File: config.mk
export PLATFORM = sky130hd
export DESIGN_NAME = exStage
export DESIGN_NICKNAME = d
export VERILOG_FILES = /design/src/verilog/exStagePkg.sv /design/src/verilog/exCondGate.sv /design/src/verilog/exAgu.sv /design/src/verilog/exExecute.sv /design/src/verilog/exWriteback.sv /design/src/verilog/exStage.sv
export VERILOG_INCLUDE_DIRS = /design/src /design/src/verilog
export SDC_FILE = /design/constraint.sdc
export NUM_CORES = 1
export LEC_CHECK = 0
export BUFFER_PORTS_ARGS = -buffer_cell sky130_fd_sc_hd__buf_4
export CORE_AREA = 2 2 344 346
export CTS_CLUSTER_SIZE = 40
export DETAILED_ROUTE_END_ITERATION = 12
export DIE_AREA = 0 0 346 348
export PLACE_DENSITY = 0.3
export SYNTH_ARGS = -nofsm -noshare
export SYNTH_HDL_FRONTEND = slang
export SYNTH_SLANG_ARGS = --single-unit
File: constraint.sdc
create_clock -name clock -period 7.6 [get_ports clock]
set_clock_uncertainty 0.05 [all_clocks]
set_input_delay 0.38 -clock clock [delete_from_list [all_inputs] [get_ports clock]]
set_output_delay 0.38 -clock clock [all_outputs]
set_load 0.1 [all_outputs]
File: src/verilog/exStage_defs.svh
//----------------------------------------------------------------------
// Widths, register IDs and fixed codes of the EX1 execute stage.
// Include in any file that sizes ports by these macros.
//----------------------------------------------------------------------

`ifndef EX_STAGE_DEFS_SVH
`define EX_STAGE_DEFS_SVH

// Datapath widths
`define EX_GPR_ID_W		6
`define EX_DATA_W		64
`define EX_VADDR_W		48

// Register IDs
`define EX_GR_ZZR		6'h3F		// GPR no-write
`define EX_CR_ZZR		6'h3F		// CR no-write
`define EX_CR_PC		6'h00		// Branch redirect target

// Upper 12 bits of a TRAPA exception code, trap number goes below
`define EX_TRAPA_BASE	12'hC08

// memDataOK value while the memory side is busy
`define EX_HOLD_CODE	2'b10

`endif

File: src/verilog/exStagePkg.sv
//----------------------------------------------------------------------
// Enum types shared by the EX1 stage: condition codes, micro-opcodes,
// sub-opcodes for the IXS/IXT groups and memory access kind.
// Reference by scoped names, exStagePkg::name.
//----------------------------------------------------------------------

`default_nettype none

package exStagePkg;

	// Condition field, opUCmd[7:6]
	typedef enum logic [1:0] {
		CC_AL = 2'b00,		// Always
		CC_NV = 2'b01,		// Never
		CC_CT = 2'b10,		// If T set
		CC_CF = 2'b11		// If T clear
	} condCode;

	// Micro-command, opUCmd[5:0]
	typedef enum logic [5:0] {
		UCMD_NOP    = 6'h00,
		UCMD_INVOP  = 6'h01,
		UCMD_LEA_MR = 6'h02,
		UCMD_MOV_RM = 6'h03,	// Store
		UCMD_MOV_MR = 6'h04,	// Load
		UCMD_ALU3   = 6'h05,
		UCMD_MOV_IR = 6'h06,
		UCMD_BRA    = 6'h07,
		UCMD_BRA_NB = 6'h08,	// Not-taken branch
		UCMD_JMP    = 6'h09,
		UCMD_JSR    = 6'h0A,
		UCMD_OP_IXS = 6'h0B,
		UCMD_OP_IXT = 6'h0C
	} uCmd;

	typedef enum logic [5:0] {
		IXS_NOP   = 6'h00,
		IXS_MOVT  = 6'h01,
		IXS_MOVNT = 6'h02,
		IXS_MOVST = 6'h03
	} ixsOp;

	typedef enum logic [5:0] {
		IXT_NOP   = 6'h00,
		IXT_CLRT  = 6'h01,
		IXT_SETT  = 6'h02,
		IXT_CLRS  = 6'h03,
		IXT_SETS  = 6'h04,
		IXT_NOTT  = 6'h05,
		IXT_NOTS  = 6'h06,
		IXT_TRAPA = 6'h07,
		IXT_BREAK = 6'h08
	} ixtOp;

	// Top two bits of memOpm
	typedef enum logic [1:0] {
		MEM_READY = 2'b00,
		MEM_LOAD  = 2'b01,
		MEM_STORE = 2'b10
	} memKind;

endpackage

`default_nettype wire

File: src/verilog/exCondGate.sv
//----------------------------------------------------------------------
// Input side of EX1. Tests the condition field against SR.T and the
// branch flush, and rewrites suppressed commands into BRA_NB or NOP.
//----------------------------------------------------------------------

`timescale 1ns/1ps
`default_nettype none

module exCondGate (
	input  logic [7:0]       opUCmd,
	input  logic             opBraFlush,
	input  logic             srT,
	output exStagePkg::uCmd  gatedCmd,
	output logic             squash,
	output logic [7:0]       opUCmdOut
);

	exStagePkg::condCode cc;
	exStagePkg::uCmd rawCmd;
	logic enable;

	assign cc = exStagePkg::condCode'(opUCmd[7:6]);
	assign rawCmd = exStagePkg::uCmd'(opUCmd[5:0]);

	always_comb begin
		case (cc)
			exStagePkg::CC_AL: enable = 1'b1;
			exStagePkg::CC_NV: enable = 1'b0;
			exStagePkg::CC_CT: enable = srT;
			default:           enable = !srT;
		endcase
		if (opBraFlush)
			enable = 1'b0;		// Flushed slot never executes

		if (enable)
			gatedCmd = rawCmd;
		else if ((rawCmd == exStagePkg::UCMD_BRA) && !opBraFlush)
			gatedCmd = exStagePkg::UCMD_BRA_NB;	// Let a not-taken predicted BRA recover
		else
			gatedCmd = exStagePkg::UCMD_NOP;
	end

	assign squash = opBraFlush;
	assign opUCmdOut = {exStagePkg::CC_AL, gatedCmd};	// Later stages see it as unconditional

endmodule

`default_nettype wire

File: src/verilog/exAgu.sv
//----------------------------------------------------------------------
// Address unit of EX1. Forms base + (index << scale) and the branch
// target, whose high word comes from the PC unless jumbo mode was set
// in SR bit 31 on the previous cycle.
//----------------------------------------------------------------------

`timescale 1ns/1ps
`include "exStage_defs.svh"
`default_nettype none

module exAgu (
	input  logic                   clock,
	input  logic                   rst,
	input  logic [`EX_DATA_W-1:0]  regValRs,
	input  logic [`EX_DATA_W-1:0]  regValRt,
	input  logic [1:0]             scale,
	input  logic [`EX_DATA_W-1:0]  regValPc,
	input  logic                   srJumbo,
	output logic [`EX_VADDR_W-1:0] aguAddr,
	output logic [`EX_VADDR_W-1:0] aguBraTarget
);

	logic [`EX_VADDR_W-1:0] scaledIdx;
	logic jumboQ;

	// Index scaled by 1, 2, 4 or 8
	assign scaledIdx = regValRt[`EX_VADDR_W-1:0] << scale;
	assign aguAddr = regValRs[`EX_VADDR_W-1:0] + scaledIdx;

	always_ff @(posedge clock) begin
		if (rst)
			jumboQ <= 1'b0;
		else
			jumboQ <= srJumbo;
	end

	// Without jumbo mode branches stay inside the current 4GB region
	always_comb begin
		aguBraTarget = aguAddr;
		if (!jumboQ)
			aguBraTarget[`EX_VADDR_W-1:32] = regValPc[`EX_VADDR_W-1:32];
	end

endmodule

`default_nettype wire

File: src/verilog/exExecute.sv
//----------------------------------------------------------------------
// Processing part of EX1. Decodes the gated micro-command into a
// register result, branch, memory kind, SR/LR updates and trap code.
// Purely combinational; exWriteback turns these into port values.
//----------------------------------------------------------------------

`timescale 1ns/1ps
`include "exStage_defs.svh"
`default_nettype none

module exExecute (
	input  exStagePkg::uCmd          gatedCmd,
	input  logic [5:0]               opUIxt,
	input  logic [`EX_DATA_W-1:0]    regValRs,
	input  logic [`EX_DATA_W-1:0]    regValRt,
	input  logic [`EX_DATA_W-1:0]    regValPc,
	input  logic [`EX_DATA_W-1:0]    regInSr,
	input  logic [`EX_DATA_W-1:0]    regInLr,
	input  logic [`EX_GPR_ID_W-1:0]  regIdRm,
	input  logic [1:0]               opPreBra,
	input  logic [`EX_VADDR_W-1:0]   aguAddr,
	input  logic [`EX_VADDR_W-1:0]   aguBraTarget,
	output logic                     doOut,
	output logic [`EX_DATA_W-1:0]    outVal,
	output logic                     doBra,
	output logic [`EX_DATA_W-1:0]    braVal,
	output exStagePkg::memKind       memKindSel,
	output logic                     holdReq,
	output logic                     heldReq,
	output logic [`EX_DATA_W-1:0]    srNext,
	output logic [`EX_DATA_W-1:0]    lrNext,
	output logic [15:0]              trapCode
);

	localparam int HI_W = `EX_DATA_W - `EX_VADDR_W;

	logic [`EX_DATA_W-1:0] braTarget;	// PC-relative target
	logic [`EX_DATA_W-1:0] jmpTarget;	// Register target

	assign braTarget = {regValPc[`EX_DATA_W-1:`EX_VADDR_W], aguBraTarget};
	assign jmpTarget = {regValPc[`EX_DATA_W-1:`EX_VADDR_W], regValRs[`EX_VADDR_W-1:0]};

	always_comb begin
		doOut      = 1'b0;
		outVal     = '0;
		doBra      = 1'b0;
		braVal     = regValPc;
		memKindSel = exStagePkg::MEM_READY;
		holdReq    = 1'b0;
		heldReq    = 1'b0;
		srNext     = regInSr;
		lrNext     = regInLr;
		trapCode   = '0;

		case (gatedCmd)
			exStagePkg::UCMD_NOP: begin
			end
			exStagePkg::UCMD_LEA_MR: begin
				doOut  = 1'b1;
				outVal = {{HI_W{1'b0}}, aguAddr};
			end
			exStagePkg::UCMD_MOV_RM: memKindSel = exStagePkg::MEM_STORE;
			exStagePkg::UCMD_MOV_MR: begin
				memKindSel = exStagePkg::MEM_LOAD;
				heldReq    = 1'b1;		// Result arrives in a later stage
			end
			exStagePkg::UCMD_ALU3: heldReq = 1'b1;
			exStagePkg::UCMD_MOV_IR: begin
				doOut  = 1'b1;
				outVal = regValRt;
				case (opUIxt[3:0])
					4'h0: ;											// Plain immediate
					4'h1: outVal = {regValRs[55:0], regValRt[7:0]};		// LDISH8
					4'h2: outVal = {regValRs[47:0], regValRt[15:0]};	// LDISH16
					4'h3: outVal = {regValRs[31:0], regValRt[31:0]};	// LDISH32
					default: holdReq = 1'b1;
				endcase
			end
			exStagePkg::UCMD_BRA: begin
				doBra  = (opPreBra != 2'b01);	// 01 means already taken in fetch
				braVal = braTarget;
			end
			exStagePkg::UCMD_BRA_NB: begin
				doBra = (opPreBra != 2'b00);	// Fetch went ahead, fall back to PC
			end
			exStagePkg::UCMD_JMP: begin
				doBra  = (opPreBra != 2'b01);
				braVal = jmpTarget;
			end
			exStagePkg::UCMD_JSR: begin
				doBra  = 1'b1;
				braVal = jmpTarget;
				lrNext = regValPc;		// Return address
			end
			exStagePkg::UCMD_OP_IXS: begin
				case (exStagePkg::ixsOp'(opUIxt))
					exStagePkg::IXS_NOP: ;
					exStagePkg::IXS_MOVT: begin
						doOut  = 1'b1;
						outVal = {{(`EX_DATA_W-1){1'b0}}, regInSr[0]};
					end
					exStagePkg::IXS_MOVNT: begin
						doOut  = 1'b1;
						outVal = {{(`EX_DATA_W-1){1'b0}}, !regInSr[0]};
					end
					exStagePkg::IXS_MOVST: begin
						doOut  = 1'b1;
						outVal = {{(`EX_DATA_W-2){1'b0}}, regInSr[1:0]};
					end
					default: holdReq = 1'b1;
				endcase
			end
			exStagePkg::UCMD_OP_IXT: begin
				case (exStagePkg::ixtOp'(opUIxt))
					exStagePkg::IXT_NOP: ;
					exStagePkg::IXT_CLRT: srNext[0] = 1'b0;
					exStagePkg::IXT_SETT: srNext[0] = 1'b1;
					exStagePkg::IXT_CLRS: srNext[1] = 1'b0;
					exStagePkg::IXT_SETS: srNext[1] = 1'b1;
					exStagePkg::IXT_NOTT: srNext[0] = !regInSr[0];
					exStagePkg::IXT_NOTS: srNext[1] = !regInSr[1];
					exStagePkg::IXT_TRAPA: trapCode = {`EX_TRAPA_BASE, regIdRm[3:0]};
					exStagePkg::IXT_BREAK: holdReq = 1'b1;		// Freeze until debugger acts
					default: holdReq = 1'b1;
				endcase
			end
			default: holdReq = 1'b1;		// INVOP and unknown commands
		endcase
	end

endmodule

`default_nettype wire

File: src/verilog/exWriteback.sv
//----------------------------------------------------------------------
// Output side of EX1. Steers the result and branch to destination IDs,
// builds the memory request and combines the stall sources.
//----------------------------------------------------------------------

`timescale 1ns/1ps
`include "exStage_defs.svh"
`default_nettype none

module exWriteback (
	input  logic                     squash,
	input  logic                     doOut,
	input  logic                     doBra,
	input  logic                     holdReq,
	input  logic                     heldReq,
	input  logic [`EX_DATA_W-1:0]    outVal,
	input  logic [`EX_DATA_W-1:0]    braVal,
	input  exStagePkg::memKind       memKindSel,
	input  logic [5:0]               opUIxt,
	input  logic [1:0]               memDataOK,
	input  logic [`EX_GPR_ID_W-1:0]  regIdRm,
	input  logic [`EX_VADDR_W-1:0]   aguAddr,
	input  logic [`EX_DATA_W-1:0]    regValRm,
	input  logic [`EX_DATA_W-1:0]    regValRt,
	input  logic [`EX_DATA_W-1:0]    srNext,
	input  logic [`EX_DATA_W-1:0]    lrNext,
	input  logic [15:0]              trapCode,
	output logic [`EX_GPR_ID_W-1:0]  regIdRn1,
	output logic [`EX_DATA_W-1:0]    regValRn1,
	output logic [`EX_GPR_ID_W-1:0]  regIdCn1,
	output logic [`EX_DATA_W-1:0]    regValCn1,
	output logic [`EX_GPR_ID_W-1:0]  heldIdRn1,
	output logic [`EX_DATA_W-1:0]    regOutSr,
	output logic [`EX_DATA_W-1:0]    regOutLr,
	output logic [`EX_VADDR_W-1:0]   memAddr,
	output logic [4:0]               memOpm,
	output logic [`EX_DATA_W-1:0]    memDataOut,
	output logic [`EX_DATA_W-1:0]    memDataOutB,
	output logic [1:0]               exHold,
	output logic [15:0]              exTrapExc
);

	logic memReq;
	logic memHold;

	assign memReq  = (memKindSel != exStagePkg::MEM_READY);
	assign memHold = memReq && (memDataOK == `EX_HOLD_CODE);

	// Flush kills both writebacks
	assign regIdRn1  = (doOut && !squash) ? regIdRm : `EX_GR_ZZR;
	assign regValRn1 = outVal;
	assign regIdCn1  = (doBra && !squash) ? `EX_CR_PC : `EX_CR_ZZR;
	assign regValCn1 = braVal;
	assign heldIdRn1 = heldReq ? regIdRm : `EX_GR_ZZR;

	assign regOutSr = srNext;
	assign regOutLr = lrNext;

	// Opcode is kind, size bit, then access-width bits
	assign memAddr     = aguAddr;
	assign memOpm      = memReq ? {memKindSel, opUIxt[2], opUIxt[5:4]} : 5'b00000;
	assign memDataOut  = regValRm;
	assign memDataOutB = regValRt;

	assign exHold    = {heldReq, holdReq | memHold};
	assign exTrapExc = trapCode;

endmodule

`default_nettype wire

File: src/verilog/exStage.sv
//----------------------------------------------------------------------
// EX1 execute stage top level. Combinational from command to outputs;
// the only flop is the jumbo flag inside the address unit.
// Instantiate once per pipeline, driven by the decode/register stage.
//----------------------------------------------------------------------

`timescale 1ns/1ps
`include "exStage_defs.svh"
`default_nettype none

module exStage (
	input  logic                     clock,
	input  logic                     rst,
	input  logic [7:0]               opUCmd,
	input  logic [5:0]               opUIxt,
	input  logic                     opBraFlush,
	input  logic [1:0]               opPreBra,
	input  logic [`EX_GPR_ID_W-1:0]  regIdRm,
	input  logic [`EX_DATA_W-1:0]    regValRs,	// Base / source A
	input  logic [`EX_DATA_W-1:0]    regValRt,	// Index / source B
	input  logic [`EX_DATA_W-1:0]    regValRm,	// Store data
	input  logic [`EX_DATA_W-1:0]    regValPc,
	input  logic [`EX_DATA_W-1:0]    regInSr,
	input  logic [`EX_DATA_W-1:0]    regInLr,
	input  logic [1:0]               memDataOK,
	output logic [7:0]               opUCmdOut,
	output logic [`EX_GPR_ID_W-1:0]  regIdRn1,
	output logic [`EX_DATA_W-1:0]    regValRn1,
	output logic [`EX_GPR_ID_W-1:0]  regIdCn1,
	output logic [`EX_DATA_W-1:0]    regValCn1,
	output logic [`EX_GPR_ID_W-1:0]  heldIdRn1,
	output logic [`EX_DATA_W-1:0]    regOutSr,
	output logic [`EX_DATA_W-1:0]    regOutLr,
	output logic [`EX_VADDR_W-1:0]   memAddr,
	output logic [4:0]               memOpm,
	output logic [`EX_DATA_W-1:0]    memDataOut,
	output logic [`EX_DATA_W-1:0]    memDataOutB,
	output logic [1:0]               exHold,
	output logic [15:0]              exTrapExc
);

	exStagePkg::uCmd gatedCmd;
	exStagePkg::memKind memKindSel;
	logic squash, doOut, doBra, holdReq, heldReq;
	logic [`EX_DATA_W-1:0] outVal, braVal, srNext, lrNext;
	logic [`EX_VADDR_W-1:0] aguAddr, aguBraTarget;
	logic [15:0] trapCode;

	exCondGate uCondGate (.opUCmd(opUCmd), .opBraFlush(opBraFlush), .srT(regInSr[0]),
		.gatedCmd(gatedCmd), .squash(squash), .opUCmdOut(opUCmdOut));

	exAgu uAgu (.clock(clock), .rst(rst), .regValRs(regValRs), .regValRt(regValRt),
		.scale(opUIxt[1:0]), .regValPc(regValPc), .srJumbo(regInSr[31]),
		.aguAddr(aguAddr), .aguBraTarget(aguBraTarget));

	exExecute uExecute (.gatedCmd(gatedCmd), .opUIxt(opUIxt), .regValRs(regValRs),
		.regValRt(regValRt), .regValPc(regValPc), .regInSr(regInSr), .regInLr(regInLr),
		.regIdRm(regIdRm), .opPreBra(opPreBra), .aguAddr(aguAddr),
		.aguBraTarget(aguBraTarget), .doOut(doOut), .outVal(outVal), .doBra(doBra),
		.braVal(braVal), .memKindSel(memKindSel), .holdReq(holdReq), .heldReq(heldReq),
		.srNext(srNext), .lrNext(lrNext), .trapCode(trapCode));

	exWriteback uWriteback (.squash(squash), .doOut(doOut), .doBra(doBra),
		.holdReq(holdReq), .heldReq(heldReq), .outVal(outVal), .braVal(braVal),
		.memKindSel(memKindSel), .opUIxt(opUIxt), .memDataOK(memDataOK),
		.regIdRm(regIdRm), .aguAddr(aguAddr), .regValRm(regValRm), .regValRt(regValRt),
		.srNext(srNext), .lrNext(lrNext), .trapCode(trapCode), .regIdRn1(regIdRn1),
		.regValRn1(regValRn1), .regIdCn1(regIdCn1), .regValCn1(regValCn1),
		.heldIdRn1(heldIdRn1), .regOutSr(regOutSr), .regOutLr(regOutLr),
		.memAddr(memAddr), .memOpm(memOpm), .memDataOut(memDataOut),
		.memDataOutB(memDataOutB), .exHold(exHold), .exTrapExc(exTrapExc));

endmodule

`default_nettype wire

==> impl_metrics.ini, run 1 <==
[run_status]
run_status = complete, no violations

[die]
die_h_um = 348
start_util_pct = 8.58
io_pins = 892
dieArea_sq_um = 120000
core_area_sq_um = 117000
num_rows = 126
die_w_um = 346

[clocking]
cts_hold_buffers = 0
clk_pin_slew_worst_paths_ns = 0
cts-resized-gates = 0
cts_setup_buffers = 0

[worst_setup_path]
critical_path.max_stage_delay_ns = 0.60
critPathRequiredTime_ns = 7.17
worstSetupEndpointType = primary output
critPathTopFamily = compound AO/OA/AOI/OAI gates
cp_num_buf_inv = 2
crit_path_start_kind = primary input
critPathMostFrequentCell = o21ai_0
cp.arrival_ns = 5.20
worstSetupPathType = in2out
path_max_fanout = 55
crit_path_cell_trace = buf_6, mux2_2, nand2_1, o21ai_0, ha_1, a21oi_1, o21ai_0, nor4_1, o211ai_1, a311oi_2, o21ai_2, a21oi_2, xnor2_1, a22o_1, buf_4
slowest_stage = a311oi_2

[route]
drcViolationCount = 0
drt_iter0_markers = 823
detail-route-antenna-nets = 0
first_pass_iters = 5
vias = 12800
routed_via_density = 3.84
wl_per_cell_um = 29.1
wl_um = 96800

[sta]
rsz0062_at_grt = no
tns_ns = 0
final_hold_viol_count = 0
max_slew_margin_pct = 24.0
tightest_slew_ns = 1.14
finalCritPeriodShare_pct = 74.1
drv_slew = 0
fin_ws_ns = 1.97
min_period_ns = 5.63
setup_viol = 0
clock.fmax_ghz = 0.178

[finish]
fin_area_sq_um = 14800
drive_above_1_share_pct = 43.8
areaGrowthSynthToFinish_pct = 47.0
regArea_sq_um = 20.0
largest_reg_flops = 1
nFillCells = 13800
post-route-util_pct = 12.6
top_regs = uAgu.jumboQ x1
nNetsFinal = 2245
top_register = uAgu.jumboQ
multi_input_area_sq_um = 7830

[global_routing]
first_global_vias = 12800
grt_pass1_wl_um = 125000
antenna_found_initial = 15
grt.overflow.total = 0
grt_max_degree = 83
grtUsageTotal_pct = 15.2

[logic_synthesis]
synthCells = 1460
syn-cell-area_sq_um = 10000
yosysWarnings = 0
ys_top_cells_by_area = buf_4, mux2_2, ha_1
synth.avg_cell_area_sq_um = 6.88
ys_ff_latch = 1
synth-edff-count = 0
synth_seq_area_share_pct = 0.199
synth_cell_types = 82
async_flop_share_pct = 0
synth_ff_type = dfxtp_1
synth_top_area_cell = buf_4
synth.top_cell.area_share_pct = 17.2

[placement]
dp_hpwl_um = 81000
finalWeightedCongestion = 0.835
portBuffers = 622
placed_cell_area_sq_um = 14800
dp_slack_ns = 2.01

[pwr]
p_int_w = 0.000536
sw_frac_of_total_pct = 77.8
vdd_ir_drop_max_uv = 128
leakage_nw = 6.38
power_switching_w = 0.00188
seqPwrFrac_pct = 0.2
pwr-share-comb_pct = 99.8
power.density_nw_per_um2 = 164
p_clk_share_pct = 0

[flow_run]
drv_cap = 0

[hold_path]
hp-class = in2reg
layer usage:
metal / up-vias / GRT usage (%) / wire length (um) / part of all wire [%]
met2: 594 / 26.9 / 47700 / 49
met1: 6323 / 19.8 / 42300 / 44
met4: 0 / 1.79 / 1450 / 1.5
li1: 5770 / - / - / -
met3: 82 / 2.37 / 5340 / 5.5
met5: - / 0 / 0 / 0
cells in the mapped netlist, types with 25 or more instances:
cell type,number
mux2i_1,26
nand2b_1,25
a21o_1,36
mux2_2,71
ha_1,47
nand2_1,153
clkbuf_1,56
inv_1,36
nor3_1,35
xnor2_1,26
nor2_1,99
a22oi_1,42
a21oi_1,76
o21ai_0,110
a221oi_1,31
buf_4,230
per-stage QoR:
step	cells	total power, W	hold WS [ns]
2_1_floorplan	1470	0.00199	0.402
3_3_place_gp	3320	0.00245	0.489
3_5_place_dp	3320	0.00245	0.500
4_1_cts	3320	0.00245	0.501
5_1_grt	3320	0.00252	0.507
6_report	3322	0.00242	0.498
final cells by class:
type	instances	share of cell area, %
inverters	37	0.941
diodes	2	0.0339
flip-flops and latches	1	0.136
repair buffers	643	32.8
multi-input cells	1103	53.0
well taps	1536	13.0
logic make-up (layout without fill, tap and decap cells):
kind of cell | after synthesis | count (layout) | synth area share (%)
compound gates | 458 | 458 | 31.0
xor+xnor | 47 | 47 | 4.18
fa+ha+maj | 48 | 48 | 6.06
buf+inv | 366 | 680 | 22.8
flops | 1 | 1 | 0.199
mux | 121 | 121 | 15.9
other cells | 1 | 13 | 0.0374
simple gates | 418 | 418 | 19.8
cell usage in the layout (no fill, tap or decap), types with 13 or more instances in the layout:
cell	n
mux2i_1	26
buf_4	640
nand2b_1	24
a22o_1	24
and2_1	16
nor3_1	32
a22oi_1	42
xnor2_1	26
a21o_1	36
nor2_1	97
nand2_1	153
o22a_1	16
o221ai_1	16
nand4_1	13
inv_1	36
mux2_2	71
a221oi_1	31
ha_1	47
mux4_2	24
xor2_1	20
o22ai_1	22
nand3_1	23
a21oi_1	76
o21ai_0	109
power by group through the flow:
stage / sequential [W] / clock, W / combinational [W]
5_1_grt: 0.00000578 / 0 / 0.00251
4_1_cts: 0.00000575 / 0 / 0.00245
3_5_place_dp: 0.00000575 / 0 / 0.00244
3_3_place_gp: 0.00000575 / 0 / 0.00245
2_1_floorplan: 0.00000573 / 0 / 0.00198
6_report: 0.00000574 / 0.0000000000175 / 0.00241
final timing paths:
path / start / end / cells after the start
worst max-delay path: opUIxt[1] / regValRn1[44] / 15
worst min-delay path: rst / uAgu.jumboQ / 2
Note: power is estimated with default switching activity, not from simulation.
==> run 2, diff against run 1 <==
==> constraint.sdc (replaced) <==
create_clock -name clock -period 4.8 [get_ports clock]
set_clock_uncertainty 0.05 [all_clocks]
set_input_delay 0.24 -clock clock [delete_from_list [all_inputs] [get_ports clock]]
set_output_delay 0.24 -clock clock [all_outputs]
set_load 0.1 [all_outputs]
==> run 2 against run 1 <==
Net effect: sequential cell count unchanged; total power grew 74%; first-iteration DRC count is 2.7% lower; core utilization up 1.3 points; final area up 10%; sequential share of layout area barely moved; global-route usage grew 0.23 points; hold slack lost 0.15 ns; combinational power up 74%; critical endpoint unchanged; via count rose by 1.1%.
==> impl_metrics.ini, run 2 (synthesis gave the netlist of run 1 again) <==
[run_status]
run_status = complete, no violations

[worst_setup_path]
startpoint = opUIxt[1]
worstSetupEndpointType = primary output
path_max_fanout = 42
critPathRequiredTime_ns = 4.51
worstSetupPathType = in2out
cp.arrival_ns = 4.26
crit_path_start_kind = primary input

[global_routing]
grt.overflow.total = 0
first_global_vias = 13100
grt_pass1_wl_um = 127000
grtUsageTotal_pct = 15.4
antenna_found_initial = 18
grt_max_degree = 54

[route]
first_pass_iters = 5
vias = 12900
detail-route-antenna-nets = 0
routed_via_density = 3.81
drcViolationCount = 0
drt_iter0_markers = 801
wl_um = 97900
wl_per_cell_um = 28.9

[placement]
dp.cells = 3384
portBuffers = 622
finalWeightedCongestion = 0.810
dp_hpwl_um = 83500
placed_cell_area_sq_um = 16300

[sta]
setup_viol = 0
finalCritPeriodShare_pct = 94.7
final_hold_viol_count = 0
min_period_ns = 4.55
tightest_slew_ns = 1.26
drv_slew = 0
rsz0062_at_grt = no
clock.fmax_ghz = 0.220
max_slew_margin_pct = 16.3
tns_ns = 0

[die]
io_pins = 892
start_util_pct = 8.58
die_h_um = 348
dieArea_sq_um = 120000
core_area_sq_um = 117000
num_rows = 126
die_w_um = 346

[hold_path]
hp-start = rst
hp-class = in2reg

[flow_run]
drv_cap = 0

[finish]
fin_cells = 3391
mostFrequentLayoutCells = buf_4, nand2_1, nor2_1
final_common_cell = buf_4
post-route-util_pct = 13.9
nNetsFinal = 2310
top_register = uAgu.jumboQ
areaGrowthSynthToFinish_pct = 62.3
top_regs = uAgu.jumboQ x1
fin_area_sq_um = 16300
drive_above_1_share_pct = 48.7
largest_reg_flops = 1

[pwr]
leakage_nw = 7.01
power.density_nw_per_um2 = 258
total_power_w = 0.00421
vdd_ir_drop_max_uv = 127

[clocking]
cts_hold_buffers = 0
clk_pin_slew_worst_paths_ns = 0
run 2: cell count changes in the layout (fill, tap and decap cells not counted), sizes merged:
cell / delta
buf: +65
diode: +4
run 2: cell type report:
class,instances,area (sq um)
Inverter,37,139
Tap cell,1536,1920
Antenna cell,6,15.0
Fill cell,13600,101000
Timing Repair Buffer,708,5840
Sequential cell,1,20.0
Multi-Input combinational cell,1103,8360
run 2: stage by stage:
stage / hold WS (ns) / setup WS [ns]
2_1_floorplan: 0.262 / -0.343
3_3_place_gp: 0.355 / 0.232
3_5_place_dp: 0.356 / 0.217
4_1_cts: 0.356 / 0.211
5_1_grt: 0.359 / 0.0108
6_report: 0.352 / 0.253
run 2: path summary, 6_finish.rpt:
path             to  cells after the start
max   regValRn1[44]                     17
min     uAgu.jumboQ                      2
run 2: timing repair:
| item | CTS | global route |
|---|---|---|
| endpoints found under the setup margin | 0 | 5 |
| resized for setup | 0 | 2 |
| buffers inserted | 0 | 1 |
run 2: worst max-delay path: stages:
cell	delay (ns)
buf_6	0.31
buf_4	0.33
nand2b_1	0.16
o21ai_0	0.15
mux2i_1	0.14
ha_1	0.39
a21oi_1	0.36
o21bai_1	0.18
a22oi_1	0.31
a311oi_1	0.18
a311oi_2	0.28
buf_4	0.18
o21ai_2	0.08
a21oi_2	0.25
xnor2_4	0.12
a22o_2	0.32
buf_12	0.17
run 2: report_power, final:
group / leakage (nW) / internal (W) / switching, W
clock network: 0.0000380 / 0.0000000000586 / 0
registers: 0.00834 / 0.00000894 / 0.000000172
logic: 7.00 / 0.00113 / 0.00307
total: 7.01 / 0.00114 / 0.00307
run 2: layer usage:
metal	global-route usage [%]	vias to the layer above	routed length, um
met5	0	-	75
met4	2.77	12	2170
met3	2.34	103	5310
met2	27.0	567	47400
met1	20.1	6330	42900
li1	-	5899	-
